`src/board_init_pkg.sv`:
```
package board_init_pkg;

	// cycle counts for ready and reset lengths
	typedef logic [15:0] cycle_count_t;
	typedef logic [31:0] timeout_count_t;

	// i2c stream words
	typedef logic [31:0] i2c_data_t;
	typedef logic [36:0] i2c_cmd_t; // stop bit, 4 nack bits, payload

	// board identity
	typedef logic [47:0] mac_t;
	typedef logic [31:0] ip_t;
	typedef logic [79:0] eeprom_id_t; // mac in the top 48 bits

	// one reset step
	typedef enum logic [2:0] {
		st_idle,
		st_wait_ready,
		st_in_reset,
		st_wait_done,
		st_done,
		st_error
	} step_state_t;

	// mux select command is stop=1, nack=2, payload e8 ll 00 00
	localparam logic [7:0] mux_select_byte = 8'he8;
	localparam logic [3:0] mux_select_nack = 4'h2;

	// mux port of the identity eeprom
	localparam logic [7:0] eeprom_location = 8'd8;

	// payload bit that marks a read
	localparam int read_bit_index = 24;

	// factory identity
	localparam mac_t default_mac = 48'h503eaa059701;
	localparam ip_t default_ip = 32'hc0a801e0; // 192.168.1.224

endpackage

```
`src/board_init_top.sv`:
```
module board_init_top #(
	parameter int NSTEP = 6,
	parameter int READY_LEN = 10,
	parameter int RESET_LEN = 10,
	parameter int TIMEOUT = 200, // 0 disables the done timeout
	parameter int LOAD_STEP = 3
) (
	input logic hw,
	input logic poweronreset,
	input logic hwreset_req,
	input logic [NSTEP-1:0] done_criteria,
	input board_init_pkg::i2c_cmd_t i2c_cmd,
	input logic i2c_result_valid,
	input board_init_pkg::i2c_data_t i2c_result_data,
	input logic i2c_init_done,
	input logic use_default_id,
	output logic [NSTEP-1:0] step_reset,
	output logic [NSTEP-1:0] step_done,
	output logic [NSTEP-1:0] step_error,
	output board_init_pkg::mac_t mac,
	output board_init_pkg::ip_t ip
);
	import board_init_pkg::*;

	logic poweronreset_d; // delayed copy for the falling edge
	logic chain_start;
	eeprom_id_t eeprom_id;

	always_ff @(posedge hw) begin
		poweronreset_d <= poweronreset;
	end

	// first cycle out of power-on reset, or a hardware reset request
	assign chain_start = (poweronreset_d && !poweronreset) || hwreset_req;

	reset_chain #(
		.NSTEP(NSTEP),
		.READY_LEN(READY_LEN),
		.RESET_LEN(RESET_LEN),
		.TIMEOUT(TIMEOUT)
	) i_reset_chain (
		.hw(hw),
		.poweronreset(poweronreset),
		.start(chain_start),
		.done_criteria(done_criteria),
		.step_reset(step_reset),
		.step_done(step_done),
		.step_error(step_error)
	);

	eeprom_capture i_eeprom_capture (
		.hw(hw),
		.poweronreset(poweronreset),
		.i2c_cmd(i2c_cmd),
		.i2c_result_valid(i2c_result_valid),
		.i2c_result_data(i2c_result_data),
		.i2c_init_done(i2c_init_done),
		.eeprom_id(eeprom_id)
	);

	// identity is loaded by the reset of the load step
	mac_ip_select i_mac_ip_select (
		.hw(hw),
		.poweronreset(poweronreset),
		.load(step_reset[LOAD_STEP]),
		.use_default_id(use_default_id),
		.eeprom_id(eeprom_id),
		.mac(mac),
		.ip(ip)
	);

endmodule

```
`src/eeprom_capture.sv`:
```
module eeprom_capture (
	input logic hw,
	input logic poweronreset,
	input board_init_pkg::i2c_cmd_t i2c_cmd,
	input logic i2c_result_valid,
	input board_init_pkg::i2c_data_t i2c_result_data,
	input logic i2c_init_done,
	output board_init_pkg::eeprom_id_t eeprom_id
);
	import board_init_pkg::*;

	i2c_data_t payload;
	logic stop_bit;
	logic [3:0] nack;
	logic mux_select;
	logic [7:0] location; // current i2c mux port
	logic result_valid_d;
	logic result_rise;
	logic capture;

	assign stop_bit = i2c_cmd[36];
	assign nack = i2c_cmd[35:32];
	assign payload = i2c_cmd[31:0];

	// only the location byte may vary in a mux select command
	assign mux_select = stop_bit
		&& (nack == mux_select_nack)
		&& (payload[31:24] == mux_select_byte)
		&& (payload[15:0] == 16'h0);

	always_ff @(posedge hw) begin
		if (poweronreset) begin
			location <= '0;
		end else if (mux_select) begin
			location <= payload[23:16];
		end
	end

	// each result shows up as a new rising edge of valid
	always_ff @(posedge hw) begin
		if (poweronreset) begin
			result_valid_d <= 1'b0;
		end else begin
			result_valid_d <= i2c_result_valid;
		end
	end

	assign result_rise = i2c_result_valid && !result_valid_d;

	// eeprom reads during init only
	assign capture = result_rise
		&& (location == eeprom_location)
		&& payload[read_bit_index]
		&& !i2c_init_done;

	// oldest byte ends up in the mac top byte
	always_ff @(posedge hw) begin
		if (poweronreset) begin
			eeprom_id <= '0;
		end else if (capture) begin
			eeprom_id <= {eeprom_id[71:0], i2c_result_data[7:0]};
		end
	end

endmodule

```
`src/mac_ip_select.sv`:
```
module mac_ip_select (
	input logic hw,
	input logic poweronreset,
	input logic load,
	input logic use_default_id,
	input board_init_pkg::eeprom_id_t eeprom_id,
	output board_init_pkg::mac_t mac,
	output board_init_pkg::ip_t ip
);
	import board_init_pkg::*;

	logic load_d;
	logic load_rise;
	mac_t next_mac;
	ip_t next_ip;

	always_ff @(posedge hw) begin
		if (poweronreset) begin
			load_d <= 1'b0;
		end else begin
			load_d <= load;
		end
	end

	assign load_rise = load && !load_d; // once per load step reset

	// switch picks the factory identity over the eeprom
	always_comb begin
		if (use_default_id) begin
			next_mac = default_mac;
			next_ip = default_ip;
		end else begin
			next_mac = eeprom_id[79:32];
			next_ip = eeprom_id[31:0];
		end
	end

	always_ff @(posedge hw) begin
		if (poweronreset) begin
			mac <= default_mac;
			ip <= default_ip;
		end else if (load_rise) begin
			mac <= next_mac;
			ip <= next_ip;
		end
	end

endmodule

```
`src/reset_chain.sv`:
```
module reset_chain #(
	parameter int NSTEP = 6,
	parameter int READY_LEN = 10,
	parameter int RESET_LEN = 10,
	parameter int TIMEOUT = 200
) (
	input logic hw,
	input logic poweronreset,
	input logic start,
	input logic [NSTEP-1:0] done_criteria,
	output logic [NSTEP-1:0] step_reset,
	output logic [NSTEP-1:0] step_done,
	output logic [NSTEP-1:0] step_error
);
	logic [NSTEP-1:0] done_strobe;
	logic [NSTEP-1:0] step_start;
	logic [NSTEP-1:0] step_ready;

	// each step is started by the done strobe of the one before
	assign step_start = {done_strobe[NSTEP-2:0], start};

	// step 0 is always ready, the others wait on the previous criterion
	assign step_ready = {done_criteria[NSTEP-2:0], 1'b1};

	genvar k;
	generate
		for (k = 0; k < NSTEP; k++) begin : gen_step
			reset_step #(
				.READY_LEN(READY_LEN),
				.RESET_LEN(RESET_LEN),
				.TIMEOUT(TIMEOUT)
			) i_reset_step (
				.hw(hw),
				.poweronreset(poweronreset),
				.start(step_start[k]),
				.ready(step_ready[k]),
				.done_criterion(done_criteria[k]),
				.reset_out(step_reset[k]),
				.done(step_done[k]),
				.done_strobe(done_strobe[k]),
				.error(step_error[k])
			);
		end
	endgenerate

endmodule

```
`src/reset_step.sv`:
```
module reset_step #(
	parameter int READY_LEN = 10,
	parameter int RESET_LEN = 10,
	parameter int TIMEOUT = 200
) (
	input logic hw,
	input logic poweronreset,
	input logic start,
	input logic ready,
	input logic done_criterion,
	output logic reset_out,
	output logic done,
	output logic done_strobe,
	output logic error
);
	import board_init_pkg::*;

	step_state_t state;
	cycle_count_t cnt; // ready run, then reset pulse length
	timeout_count_t wait_cnt; // cycles spent in wait_done
	logic last_ready;
	logic last_reset;
	logic timed_out;

	// readiness seen for the READY_LEN-th cycle in a row
	assign last_ready = ready && (cnt == cycle_count_t'(READY_LEN - 1));
	assign last_reset = (cnt == cycle_count_t'(RESET_LEN - 1));
	// TIMEOUT of 0 never expires
	assign timed_out = (TIMEOUT != 0) && (wait_cnt == timeout_count_t'(TIMEOUT - 1));

	always_ff @(posedge hw) begin
		if (poweronreset) begin
			state <= st_idle;
			cnt <= '0;
			wait_cnt <= '0;
			done_strobe <= 1'b0;
		end else begin
			done_strobe <= 1'b0;
			if (start) begin
				// restart from any state
				state <= st_wait_ready;
				cnt <= '0;
				wait_cnt <= '0;
			end else begin
				case (state)
					st_wait_ready: begin
						if (!ready) begin
							cnt <= '0; // run broken
						end else if (last_ready) begin
							state <= st_in_reset;
							cnt <= '0;
						end else begin
							cnt <= cnt + 1'b1;
						end
					end
					st_in_reset: begin
						if (last_reset) begin
							state <= st_wait_done;
							cnt <= '0;
							wait_cnt <= '0;
						end else begin
							cnt <= cnt + 1'b1;
						end
					end
					st_wait_done: begin
						if (done_criterion) begin
							state <= st_done;
							done_strobe <= 1'b1; // kicks the next step
						end else if (timed_out) begin
							state <= st_error;
						end else begin
							wait_cnt <= wait_cnt + 1'b1;
						end
					end
					st_idle, st_done, st_error: begin
						state <= state; // hold until the next start
					end
					default: begin
						state <= st_idle;
					end
				endcase
			end
		end
	end

	assign reset_out = (state == st_in_reset);
	assign done = (state == st_done);
	assign error = (state == st_error);

endmodule

```
`config.mk`:
```
export PLATFORM = sky130hd
export DESIGN_NAME = board_init_top
export DESIGN_NICKNAME = d
export VERILOG_FILES = /design/src/board_init_pkg.sv /design/src/board_init_top.sv /design/src/eeprom_capture.sv /design/src/mac_ip_select.sv /design/src/reset_chain.sv /design/src/reset_step.sv
export SDC_FILE = /design/constraint.sdc
export NUM_CORES = 1
export LEC_CHECK = 0
export ABC_CLOCK_PERIOD_IN_PS = 5400
export BUFFER_PORTS_ARGS = -buffer_cell sky130_fd_sc_hd__buf_4
export CAP_MARGIN = 20
export CORE_MARGIN = 8
export CORE_UTILIZATION = 55
export CTS_BUF_LIST = sky130_fd_sc_hd__clkbuf_8 sky130_fd_sc_hd__clkbuf_16
export CTS_CLUSTER_SIZE = 24
export DETAILED_ROUTE_END_ITERATION = 10
export HOLD_SLACK_MARGIN = 0.08
export PLACE_DENSITY = 0.75
export SLEW_MARGIN = 15
export SYNTH_ARGS = -nofsm -noshare
export SYNTH_HDL_FRONTEND = slang
export SYNTH_SLANG_ARGS = --single-unit
```
`constraint.sdc`:
```
create_clock -name hw -period 5.4 [get_ports hw]
set_input_delay 0 -clock hw [delete_from_list [all_inputs] [get_ports hw]]
set_output_delay 0 -clock hw [all_outputs]
set_load 0.03 [all_outputs]
```
==> results.py, run 1 <==
metrics = {
    "sta": {
        "finalCriticalPeriod_ps": 3110,
        "slew_violations": 0,
        "whs_ps": 167,
        "fin_tns_setup_ps": 0,
        "finalCritPeriodShare_pct": 57.5,
        "setup_violations": 0,
        "skew_ps": 42.0,
        "worst_pin_slew_ps": 965,
        "rsz0062_at_grt": "no",
        "slew_headroom_pct": 34.0,
        "finalHoldViolCount": 0,
        "max_freq_mhz": 322,
    },
    "clock_network": {
        "cts_tree": "yes",
        "cts_root_buf": "clkbuf_16",
        "clock_sinks": 482,
        "cts.path.max_buffers": 3,
        "clkLatencyLatePin_ps": 620,
        "path_clk_slew_ps": 60,
        "cts_buffers": 51,
        "htreeDepth": 2,
        "postCtsResizedCells": 0,
    },
    "routing": {
        "drtIter0Drc": 1378,
        "drc": 0,
        "routed-via-count": 19300,
        "drt-total-wl_um": 52900,
        "vias_per_cell": 5.74,
        "wl_per_cell_um": 15.7,
        "first_pass_iters": 5,
        "ant_nets": 0,
    },
    "global_routing": {
        "grt.total_usage_pct": 21.8,
        "gr-total-overflow": 0,
        "grt_pass1_vias": 18600,
        "antenna_found_initial": 0,
        "grt_max_degree": 99,
        "grt_first_pass_wirelength_um": 89000,
    },
    "setup_path": {
        "worst-path-stages": 8,
        "crit_family": "simple AND/OR/NAND/NOR gates",
        "r2r-start": "i_reset_chain.gen_step[0].i_reset_step.cnt[1]",
        "crit_top_cell": "nand2_1",
        "cp_num_buf_inv": 1,
        "path_cells": "inv_1, ha_1, nor4b_1, nand4_1, or3_1, nand2_1, or4_1, nand2_1",
        "crit_path_end_kind": "register",
        "cp.required_ps": 5950,
        "rr_worst_depth": 8,
        "worst_path_largest_cell_delay_ps": 710,
        "path_class": "reg -> reg",
        "slowest_stage": "nand2_1",
        "ff2ff_setup_slack_ps": 2290,
        "critPathMaxFanout": 30,
        "arrival_ps": 3660,
        "start_kind": "register",
        "crit_start": "i_reset_chain.gen_step[0].i_reset_step.cnt[1]",
    },
    "die": {
        "die_x_um": 216,
        "start_util_pct": 55.5,
        "die_y_um": 216,
        "fp.dieArea_um2": 46600,
        "rows": 73,
        "design.core.area_um2": 39600,
        "io_pins": 179,
    },
    "finish": {
        "antennaDiodeCount": 0,
        "fillers": 3322,
        "layoutNonFillerInstCount": 3372,
        "area_growth_pct": 16.6,
        "drive_gt1_share_pct": 10.6,
        "fin_util_pct": 64.7,
        "num-nets-final": 2904,
    },
    "yosys": {
        "synth_common_cells": "482 x dfxtp_1, 378 x nand2_1, 332 x nor2_1",
        "yosysMostFrequentCell": "dfxtp_1",
        "synth_area_leaders": "dfxtp_1 44%, nand2_1 6.5%, xnor2_1 5.9%",
        "ys_ff_latch": 482,
        "syn-num-nets": 2792,
        "synth_top_area_cell": "dfxtp_1",
        "synth_edf_count": 0,
        "yosys.cell_types.count": 71,
        "synth_area_per_cell_um2": 8.16,
        "ys_async_sr_fraction_pct": 0,
        "synth_area_um2": 22000,
        "ys_warn_count": 0,
        "synth_top_area_share_pct": 43.9,
        "synthFlopType": "dfxtp_1",
        "netlist_instances": 2693,
        "seq_area_frac_synth_pct": 43.9,
    },
    "power": {
        "leakage_nw": 8.71,
        "total_power_mw": 7.51,
        "vdd_drop_max_mv": 0.272,
        "powerDensity_nw_per_um2": 293,
    },
    "placed_design": {
        "place.gp.congestion": 0.865,
        "dp_hpwl_um": 34400,
        "dp.cells": 3230,
        "portBuffers": 154,
    },
    "outcome": {
        "status": "finished, final reports clean",
    },
    "job": {
        "maxCapViolCount": 0,
    },
    "worst_hold_path": {
        "hp-class": "in -> reg",
    },
}
==> kinds of logic after synthesis <==
group / share of synthesized area, %
AO/OA/AOI/OAI: 12.7
XOR/XNOR: 8.09
adder cells (fa/ha/maj): 1.02
buffers and inverters: 3.85
flip-flops: 43.9
multiplexers: 0.780
AND/OR/NAND/NOR: 29.6
==> what timing repair did <==
| action | 4_1_cts | 5_1_grt |
|---|---|---|
| setup buffers | 0 | 0 |
| hold endpoints to repair | 144 | 0 |
| hold buffers | 44 | 0 |
==> flip-flops by register name (all words and copies together), names as in the netlist <==
register                                         flops
i_reset_chain.gen_step.i_reset_step.wait_cnt       192
i_reset_chain.gen_step.i_reset_step.cnt             96
i_eeprom_capture.eeprom_id                          80
i_mac_ip_select.mac                                 48
i_mac_ip_select.ip                                  32
i_reset_chain.gen_step.i_reset_step.state           18
i_eeprom_capture.location                            8
i_reset_chain.gen_step.i_reset_step.done_strobe      5
i_eeprom_capture.result_valid_d                      1
i_mac_ip_select.load_d                               1
poweronreset_d                                       1
==> final cells by class <==
cell class | instances | area (µm²) | share of cell area (%)
clock inverter | 31 | 419 | 1.64
sequential | 482 | 9650 | 37.6
timing repair buffer | 218 | 1760 | 6.88
clock buffer | 64 | 1460 | 5.68
tap | 525 | 657 | 2.56
inverter | 42 | 158 | 0.615
multi-input combinational | 2010 | 11500 | 45.0
==> per-layer routing <==
metal / global-route usage (%) / up-vias / wire [µm]
met5: 0 / - / 0
met4: 6.94 / 0 / 1390
met3: 4.98 / 95 / 3050
met2: 37.3 / 458 / 25300
met1: 27.0 / 9157 / 23100
li1: - / 9634 / -
==> tightest hold or removal path, cell delays in order <==
cell           delay (ps)
dlygate4sd3_1         520
buf_4                 110
nor2b_1               110
==> worst min-delay path by stage <==
stage                          start                         endpoint  slack, ps  depth (start not counted)
floorplan               poweronreset                   poweronreset_d         30                          0
global placement         i2c_cmd[21]     i_eeprom_capture.location[5]        240                          3
detailed placement  i2c_result_valid  i_eeprom_capture.result_valid_d        240                          2
CTS                 i2c_result_valid  i_eeprom_capture.result_valid_d        140                          3
global route        i2c_result_valid  i_eeprom_capture.result_valid_d        190                          3
finish              i2c_result_valid  i_eeprom_capture.result_valid_d        170                          3
==> power breakdown <==
group          leakage (nW)  internal [mW]  switching [mW]  total, mW
sequential             3.88           3.56         0.00230       3.56
combinational          3.88         0.0599          0.0895      0.149
clock                 0.953           2.30            1.50       3.80
total                  8.71           5.92            1.59       7.51
==> placed cells by master (no fill, tap or decap), drive strengths merged, types with 44 or more instances in the layout <==
cell,n
dlygate4sd3,44
nand4,80
nor4,59
nand3,88
and3,46
inv,52
nor2,332
xor2,56
nor3,79
nand3b,56
o21ai,55
nand2,378
clkbuf,64
dfxtp,482
buf,173
xnor2,147
a21oi,257
==> metrics by stage <==
step	instance area [µm²]	setup WS, ps
CTS	25600	2290
detailed placement	23300	2300
global route	25600	2000
finish	25600	2290
floorplan	22000	3140
global placement	23300	2340
Note: power is estimated with default switching activity, not from simulation.
==> inputs of run 2 (changes only) <==
ABC_AREA = 1   (was not set)
ABC_CLOCK_PERIOD_IN_PS = 3060   (was 5400)
clock period = 3.06 ns   (was 5.4 ns; I/O delays follow)
==> run 2 against run 1 <==
Effect of this change:
- wire length grew 21%
- first-iteration DRC count grew 31%
- largest power group unchanged
- core utilization shrank 1.3 points
- sequential cell count is the same
- die area grew 17%
- register-to-register slack lost 1500 ps
- worst hold slack lost 33 ps
- synthesized area grew 18%
- power grew 78%
- clock skew shrank 24 ps
==> results.py, run 2 <==
metrics = {
    "setup_path": {
        "critPathMaxFanout": 41,
        "rr_worst_depth": 11,
        "ff2ff_setup_slack_ps": 810,
        "r2r-start": "i_reset_chain.gen_step[0].i_reset_step.state[1]",
        "path_class": "reg -> reg",
        "start_kind": "register",
        "crit_start": "i_reset_chain.gen_step[0].i_reset_step.state[1]",
        "arrival_ps": 2740,
        "cp.required_ps": 3550,
        "crit_path_end_kind": "register",
    },
    "routing": {
        "drtIter0Drc": 1810,
        "vias_per_cell": 5.16,
        "first_pass_iters": 5,
        "wl_per_cell_um": 13.1,
        "routed-via-count": 25400,
        "drt-total-wl_um": 64100,
        "ant_nets": 0,
        "drc": 0,
    },
    "power": {
        "vdd_drop_max_mv": 0.478,
        "total_power_mw": 13.4,
        "power.internal_mw": 10.5,
        "p_comb_share_pct": 2.2,
        "leakage_nw": 11.2,
        "p_sw_mw": 2.90,
        "swShare_pct": 21.6,
        "pwr-share-seq_pct": 46.9,
        "powerDensity_nw_per_um2": 453,
        "pwr-share-clk_pct": 50.9,
    },
    "placed_design": {
        "post-place-ws_ps": 840,
        "portBuffers": 154,
        "dp_hpwl_um": 44200,
        "dp.cells": 4785,
        "place.gp.congestion": 0.943,
    },
    "clock_network": {
        "htreeDepth": 2,
        "clock_sinks": 482,
        "cts_buffers": 52,
        "cts_tree": "yes",
        "path_clk_slew_ps": 60,
        "cts_root_buf": "clkbuf_16",
        "clkLatencyLatePin_ps": 620,
        "cts_setup_buffers": 0,
        "cts.path.max_buffers": 3,
    },
    "worst_hold_path": {
        "hold_end": "i_eeprom_capture.location[3]",
        "hp-class": "in -> reg",
        "min_path_cells": 7,
        "hp-start": "i2c_cmd[9]",
    },
    "global_routing": {
        "grt_first_pass_wirelength_um": 109000,
        "use_met2_pct": 39.0,
        "grtUsageMet3_pct": 3.77,
        "grt_max_degree": 88,
        "grt.total_usage_pct": 23.2,
        "grt_pass1_vias": 23400,
        "grt_use_met1_pct": 30.2,
        "busiest_layer": "met2",
        "antenna_found_initial": 0,
        "gr-total-overflow": 0,
    },
    "yosys": {
        "synthSimpleGateAreaFrac_pct": 40.8,
        "synth_top_family_by_area": "simple AND/OR/NAND/NOR gates",
        "synth_top_area_cell": "dfxtp_1",
        "yosys.cell_types.count": 50,
        "ys_warn_count": 0,
        "yosysMostFrequentCell": "nand2_1",
        "seq_area_frac_synth_pct": 37.0,
        "yosys-mux-area-fraction_pct": 0,
        "netlist_instances": 4162,
        "synthFlopType": "dfxtp_1",
        "synth_xor_area_share_pct": 3.70,
        "synth_area_leaders": "dfxtp_1 37%, nand2_1 15%, nor2_1 14%",
        "synth-compound-area-share_pct": 8.57,
        "synth_area_um2": 26000,
        "synth_area_per_cell_um2": 6.26,
        "syn-num-nets": 4261,
        "synthAdderAreaFrac_pct": 0.865,
        "ys_async_sr_fraction_pct": 0,
        "synth_top_area_share_pct": 37.0,
        "ys_ff_latch": 482,
        "synth_edf_count": 0,
        "synth_common_cells": "1010 x nand2_1, 938 x nor2_1, 482 x dfxtp_1",
    },
    "die": {
        "die_y_um": 234,
        "rows": 79,
        "io_pins": 179,
        "design.core.area_um2": 46700,
        "fp.dieArea_um2": 54600,
        "start_util_pct": 55.8,
        "die_x_um": 234,
    },
    "finish": {
        "antennaDiodeCount": 0,
        "drive_gt1_share_pct": 7.85,
        "area_growth_pct": 13.5,
        "layoutNonFillerInstCount": 4912,
        "num-nets-final": 4361,
        "largest_reg_flops": 192,
        "fin_util_pct": 63.4,
        "final_common_cell": "nand2_1",
        "final_cell_mix": "1009 x nand2_1, 938 x nor2_1, 482 x dfxtp_1, 395 x inv_1, 393 x nand3_1",
        "reg_top3": "i_reset_chain.gen_step.i_reset_step.wait_cnt x192, i_reset_chain.gen_step.i_reset_step.cnt x96, i_eeprom_capture.eeprom_id x80",
        "regMostFlops": "i_reset_chain.gen_step.i_reset_step.wait_cnt",
    },
    "sta": {
        "slew_headroom_pct": 47.5,
        "finalHoldViolCount": 0,
        "max_freq_mhz": 444,
        "setup_violations": 0,
        "rsz0062_at_grt": "no",
        "finalCriticalPeriod_ps": 2250,
        "skew_ps": 17.6,
        "fin_tns_setup_ps": 0,
        "finalCritPeriodShare_pct": 73.6,
        "timing.final.ws_setup_ps": 809,
        "slew_violations": 0,
        "worst_pin_slew_ps": 786,
    },
    "job": {
        "maxCapViolCount": 0,
    },
    "outcome": {
        "status": "finished, final reports clean",
    },
}
==> run 2: cell count changes after synthesis, moves of 33 or more <==
cell	delta
nand2_1	+632
nor2_1	+606
inv_1	+344
nand3_1	+305
xnor2_1	-121
o21ai_0	+92
nand3b_1	-48
nor4_1	-48
and3_1	-43
or3_1	-42
clkbuf_1	-33
==> run 2: what timing repair did <==
action                                  CTS  global route
endpoints found under the setup margin    0             0
resized for setup                         0             0
hold endpoints to repair                155             0
hold buffers                             29             0
==> run 2: area by class of cell <==
cell class | instances | area, µm²
flip-flops and latches | 482 | 9650
well taps | 607 | 759
multi-input cells | 3111 | 14100
clock inverters | 39 | 510
clock buffers | 58 | 1380
repair buffers | 209 | 1670
fillers | 4436 | 17100
inverters | 406 | 1530
==> run 2: worst max-delay path by stage <==
stage	to	slack, ps
3_3_place_gp	register	870
6_report	register	810
3_5_place_dp	register	840
5_1_grt	register	550
4_1_cts	register	830
2_1_floorplan	register	1380
==> run 2: power by group through the flow <==
| stage | clock [mW] | combinational [mW] | sequential [mW] |
|---|---|---|---|
| final | 6.82 | 0.291 | 6.28 |
| after CTS | 6.95 | 0.289 | 6.28 |
| after global placement | 0 | 0.258 | 6.42 |
| after detailed placement | 0 | 0.259 | 6.42 |
| after floorplan | 0 | 0.149 | 6.42 |
| after global routing | 7.24 | 0.321 | 6.28 |
==> run 2: per-stage QoR <==
step | hold slack (ps) | area (µm²)
6_report | 134 | 29600
4_1_cts | 93.7 | 29600
3_5_place_dp | 235 | 27400
3_3_place_gp | 217 | 27400
5_1_grt | 149 | 29600
2_1_floorplan | 27.7 | 26100
==> run 2: worst max-delay path, cell delays in order (launching register included) <==
cell and delay, ps:
dfxtp_1 310, inv_1 90, nor2_1 60, inv_1 80, nor2_2 70, inv_2 290
nor2_1 90, a21oi_2 110, buf_4 390, nand2_2 380, nand2_1 160, a21oi_1 80
==> run 2: per-layer routing <==
metal  part of all wire [%]  wire length [µm]
met5                      0                 0
met4                    2.8              1770
met3                    4.9              3170
met2                     46             29700
met1                     46             29500
==> run 2: cell families after synthesis <==
family          Yosys count
compound gates          419
xor+xnor                110
buf+inv                 569
simple gates           2564
fa+ha+maj                18
flops                   482
==> inputs of run 3 (changes only) <==
ABC_AREA = 0   (was 1)
ABC_CLOCK_PERIOD_IN_PS = 1970   (was 3060)
CORE_UTILIZATION = 54   (was 55)
PLACE_DENSITY = 0.77   (was 0.75)
clock period = 1.97 ns   (was 3.06 ns; I/O delays follow)
==> run 3 against run 2 <==
Effect of this change:
- the run now ends with negative setup slack left
- global-route usage increased by 1.6 points
- cell area increased by 4.8%
- non-clock buffer count increased by 387
- wire length increased by 8.3%
- sequential power increased by 55%
- setup slack got worse by 1100 ps
- critical path depth decreased by 2
- first-iteration DRC count increased by 5.4%
- maximum frequency increased by 0.57%
- via count decreased by 12%
==> results.py, run 3 (synthesized netlist as in run 1, its figures left out) <==
metrics = {
    "finish": {
        "layoutNonFillerInstCount": 3758,
        "area_growth_pct": 41.0,
        "fin_util_pct": 76.4,
        "final_cell_mix": "487 x buf_4, 412 x dfxtp_1, 366 x nand2_1, 309 x nor2_1, 214 x a21oi_1",
        "multiInputGateArea_um2": 13500,
        "seqCellArea_um2": 9750,
        "reg_top3": "i_reset_chain.gen_step.i_reset_step.wait_cnt x192, i_reset_chain.gen_step.i_reset_step.cnt x96, i_eeprom_capture.eeprom_id x80",
        "final_common_cell": "buf_4",
        "largest_reg_flops": 192,
        "regMostFlops": "i_reset_chain.gen_step.i_reset_step.wait_cnt",
        "drive_gt1_share_pct": 31.7,
        "num-nets-final": 3284,
        "antennaDiodeCount": 0,
        "fillers": 2503,
    },
    "routing": {
        "ant_nets": 0,
        "wl_per_cell_um": 18.5,
        "first_pass_iters": 7,
        "vias_per_cell": 5.95,
        "routed-via-count": 22400,
        "drtIter0Drc": 1907,
        "drc": 0,
        "drt-total-wl_um": 69400,
    },
    "setup_path": {
        "rr_worst_depth": 9,
        "path_cells": "ha_4, nor4b_4, nand4_1, or3_4, buf_12, buf_8, a211oi_2, xnor2_1, nor2_1",
        "slowest_stage": "or3_4",
        "path_class": "reg -> reg",
        "start_kind": "register",
        "cp.required_ps": 2480,
        "crit_path_end_kind": "register",
        "arrival_ps": 2750,
        "critPathMaxFanout": 6,
        "worst_path_largest_cell_delay_ps": 440,
    },
    "die": {
        "start_util_pct": 54.2,
        "rows": 74,
        "die_y_um": 218,
        "fp.dieArea_um2": 47400,
        "io_pins": 179,
        "design.core.area_um2": 40600,
        "die_x_um": 218,
    },
    "clock_network": {
        "cts_buffers": 51,
        "clkLatencyLatePin_ps": 630,
        "cts_tree": "yes",
        "cts_root_buf": "clkbuf_16",
        "htreeDepth": 2,
        "path_clk_slew_ps": 70,
        "clock_sinks": 482,
        "cts.path.max_buffers": 3,
    },
    "power": {
        "powerDensity_nw_per_um2": 673,
        "vdd_drop_max_mv": 0.861,
        "leakage_nw": 11.1,
        "total_power_mw": 20.8,
    },
    "sta": {
        "skew_ps": 27.3,
        "slew_violations": 0,
        "finalCriticalPeriod_ps": 2240,
        "timing.final.ws_setup_ps": -268,
        "max_freq_mhz": 447,
        "finalHoldViolCount": 0,
        "rsz0062_at_grt": "yes",
        "finalCritPeriodShare_pct": 114,
        "worst_pin_slew_ps": 733,
        "setup_violations": 131,
        "whs_ps": 199,
        "slew_headroom_pct": 51.1,
    },
    "global_routing": {
        "grt_first_pass_wirelength_um": 101000,
        "grt_pass1_vias": 21400,
        "gr-total-overflow": 0,
        "antenna_found_initial": 1,
        "grt.total_usage_pct": 24.8,
        "grt_max_degree": 170,
    },
    "outcome": {
        "status": "finished, violations left",
        "violations": "negative setup slack",
    },
    "placed_design": {
        "dp_hpwl_um": 39600,
        "dp.cells": 3564,
        "portBuffers": 154,
        "post-place-ws_ps": -339,
        "place.gp.congestion": 0.885,
    },
    "worst_hold_path": {
        "hp-class": "in -> reg",
        "min_path_cells": 4,
    },
    "job": {
        "maxCapViolCount": 0,
    },
}
==> run 3: cell types whose count changed in the layout (fill, tap and decap cells not counted), sizes merged, moves of 29 or more <==
| cell | before | now |
|---|---|---|
| or3 | 0 | 42 |
| xnor2 | 26 | 147 |
| buf | 180 | 554 |
| nand3 | 398 | 88 |
| nor4 | 10 | 59 |
| o21ai | 150 | 55 |
| nor2 | 961 | 332 |
| o21bai | 2 | 31 |
| nand2 | 1020 | 378 |
| nand3b | 8 | 56 |
| inv | 411 | 48 |
| and3 | 2 | 46 |
==> run 3: worst paths after layout <==
kind                                                      start                       endpoint  slack (ps)
hold reg to reg                          i_mac_ip_select.ip[12]         i_mac_ip_select.ip[12]         450
setup / recovery  i_reset_chain.gen_step[5].i_reset_step.cnt[0]                       register        -270
hold / removal                               i2c_result_data[3]  i_eeprom_capture.eeprom_id[3]         200
setup reg to reg  i_reset_chain.gen_step[5].i_reset_step.cnt[0]                       register        -270
==> run 3: per-layer routing <==
| layer | up-vias | part of all wire, % | global-route usage (%) |
|---|---|---|---|
| met3 | 248 | 6.5 | 3.98 |
| met5 | - | 0 | 0 |
| met1 | 10800 | 39 | 30.0 |
| met2 | 951 | 50 | 43.2 |
| li1 | 10400 | - | - |
| met4 | 0 | 4.6 | 10.7 |
==> run 3: cell type report <==
cell class / count / area share [%]
tap: 532 / 2.15
clock buffer: 65 / 4.77
multi-input combinational: 2012 / 43.4
clock inverter: 29 / 1.28
timing repair buffer: 596 / 16.4
sequential: 482 / 31.5
inverter: 42 / 0.509
==> run 3: repair_timing <==
action | 4_1_cts | 5_1_grt
resized for setup | 153 | 286
hold endpoints to repair | 193 | 0
setup endpoints to repair | 154 | 234
setup buffers | 23 | 34
gates cloned | 9 | 5
hold buffers | 37 | 0
pin swaps | 76 | 149
==> run 3: metrics by stage <==
step | TNS [ps] | instance area (µm²)
final | -12660 | 31000
after detailed placement | -14750 | 26300
after floorplan | -2100 | 22500
after CTS | -5310 | 29500
after global routing | -24830 | 31000
after global placement | -7080 | 26300
==> run 3: critical path: cells and delay by family, from the launching register on <==
kind                       cells  cell delay [ps]
and+or+nand+nor                4              850
DFF                            1              370
buffers and inverters          2              310
AOI/OAI and AO/OA              1              240
xor gates and xnor gates       1              200
adders and majority gates      1              140
==> run 3: power breakdown <==
group          switching, mW  total (mW)  internal [mW]
Clock                   4.32        10.6           6.28
Combinational          0.293       0.508          0.215
Sequential           0.00408        9.74           9.74
Total                   4.61        20.8           16.2
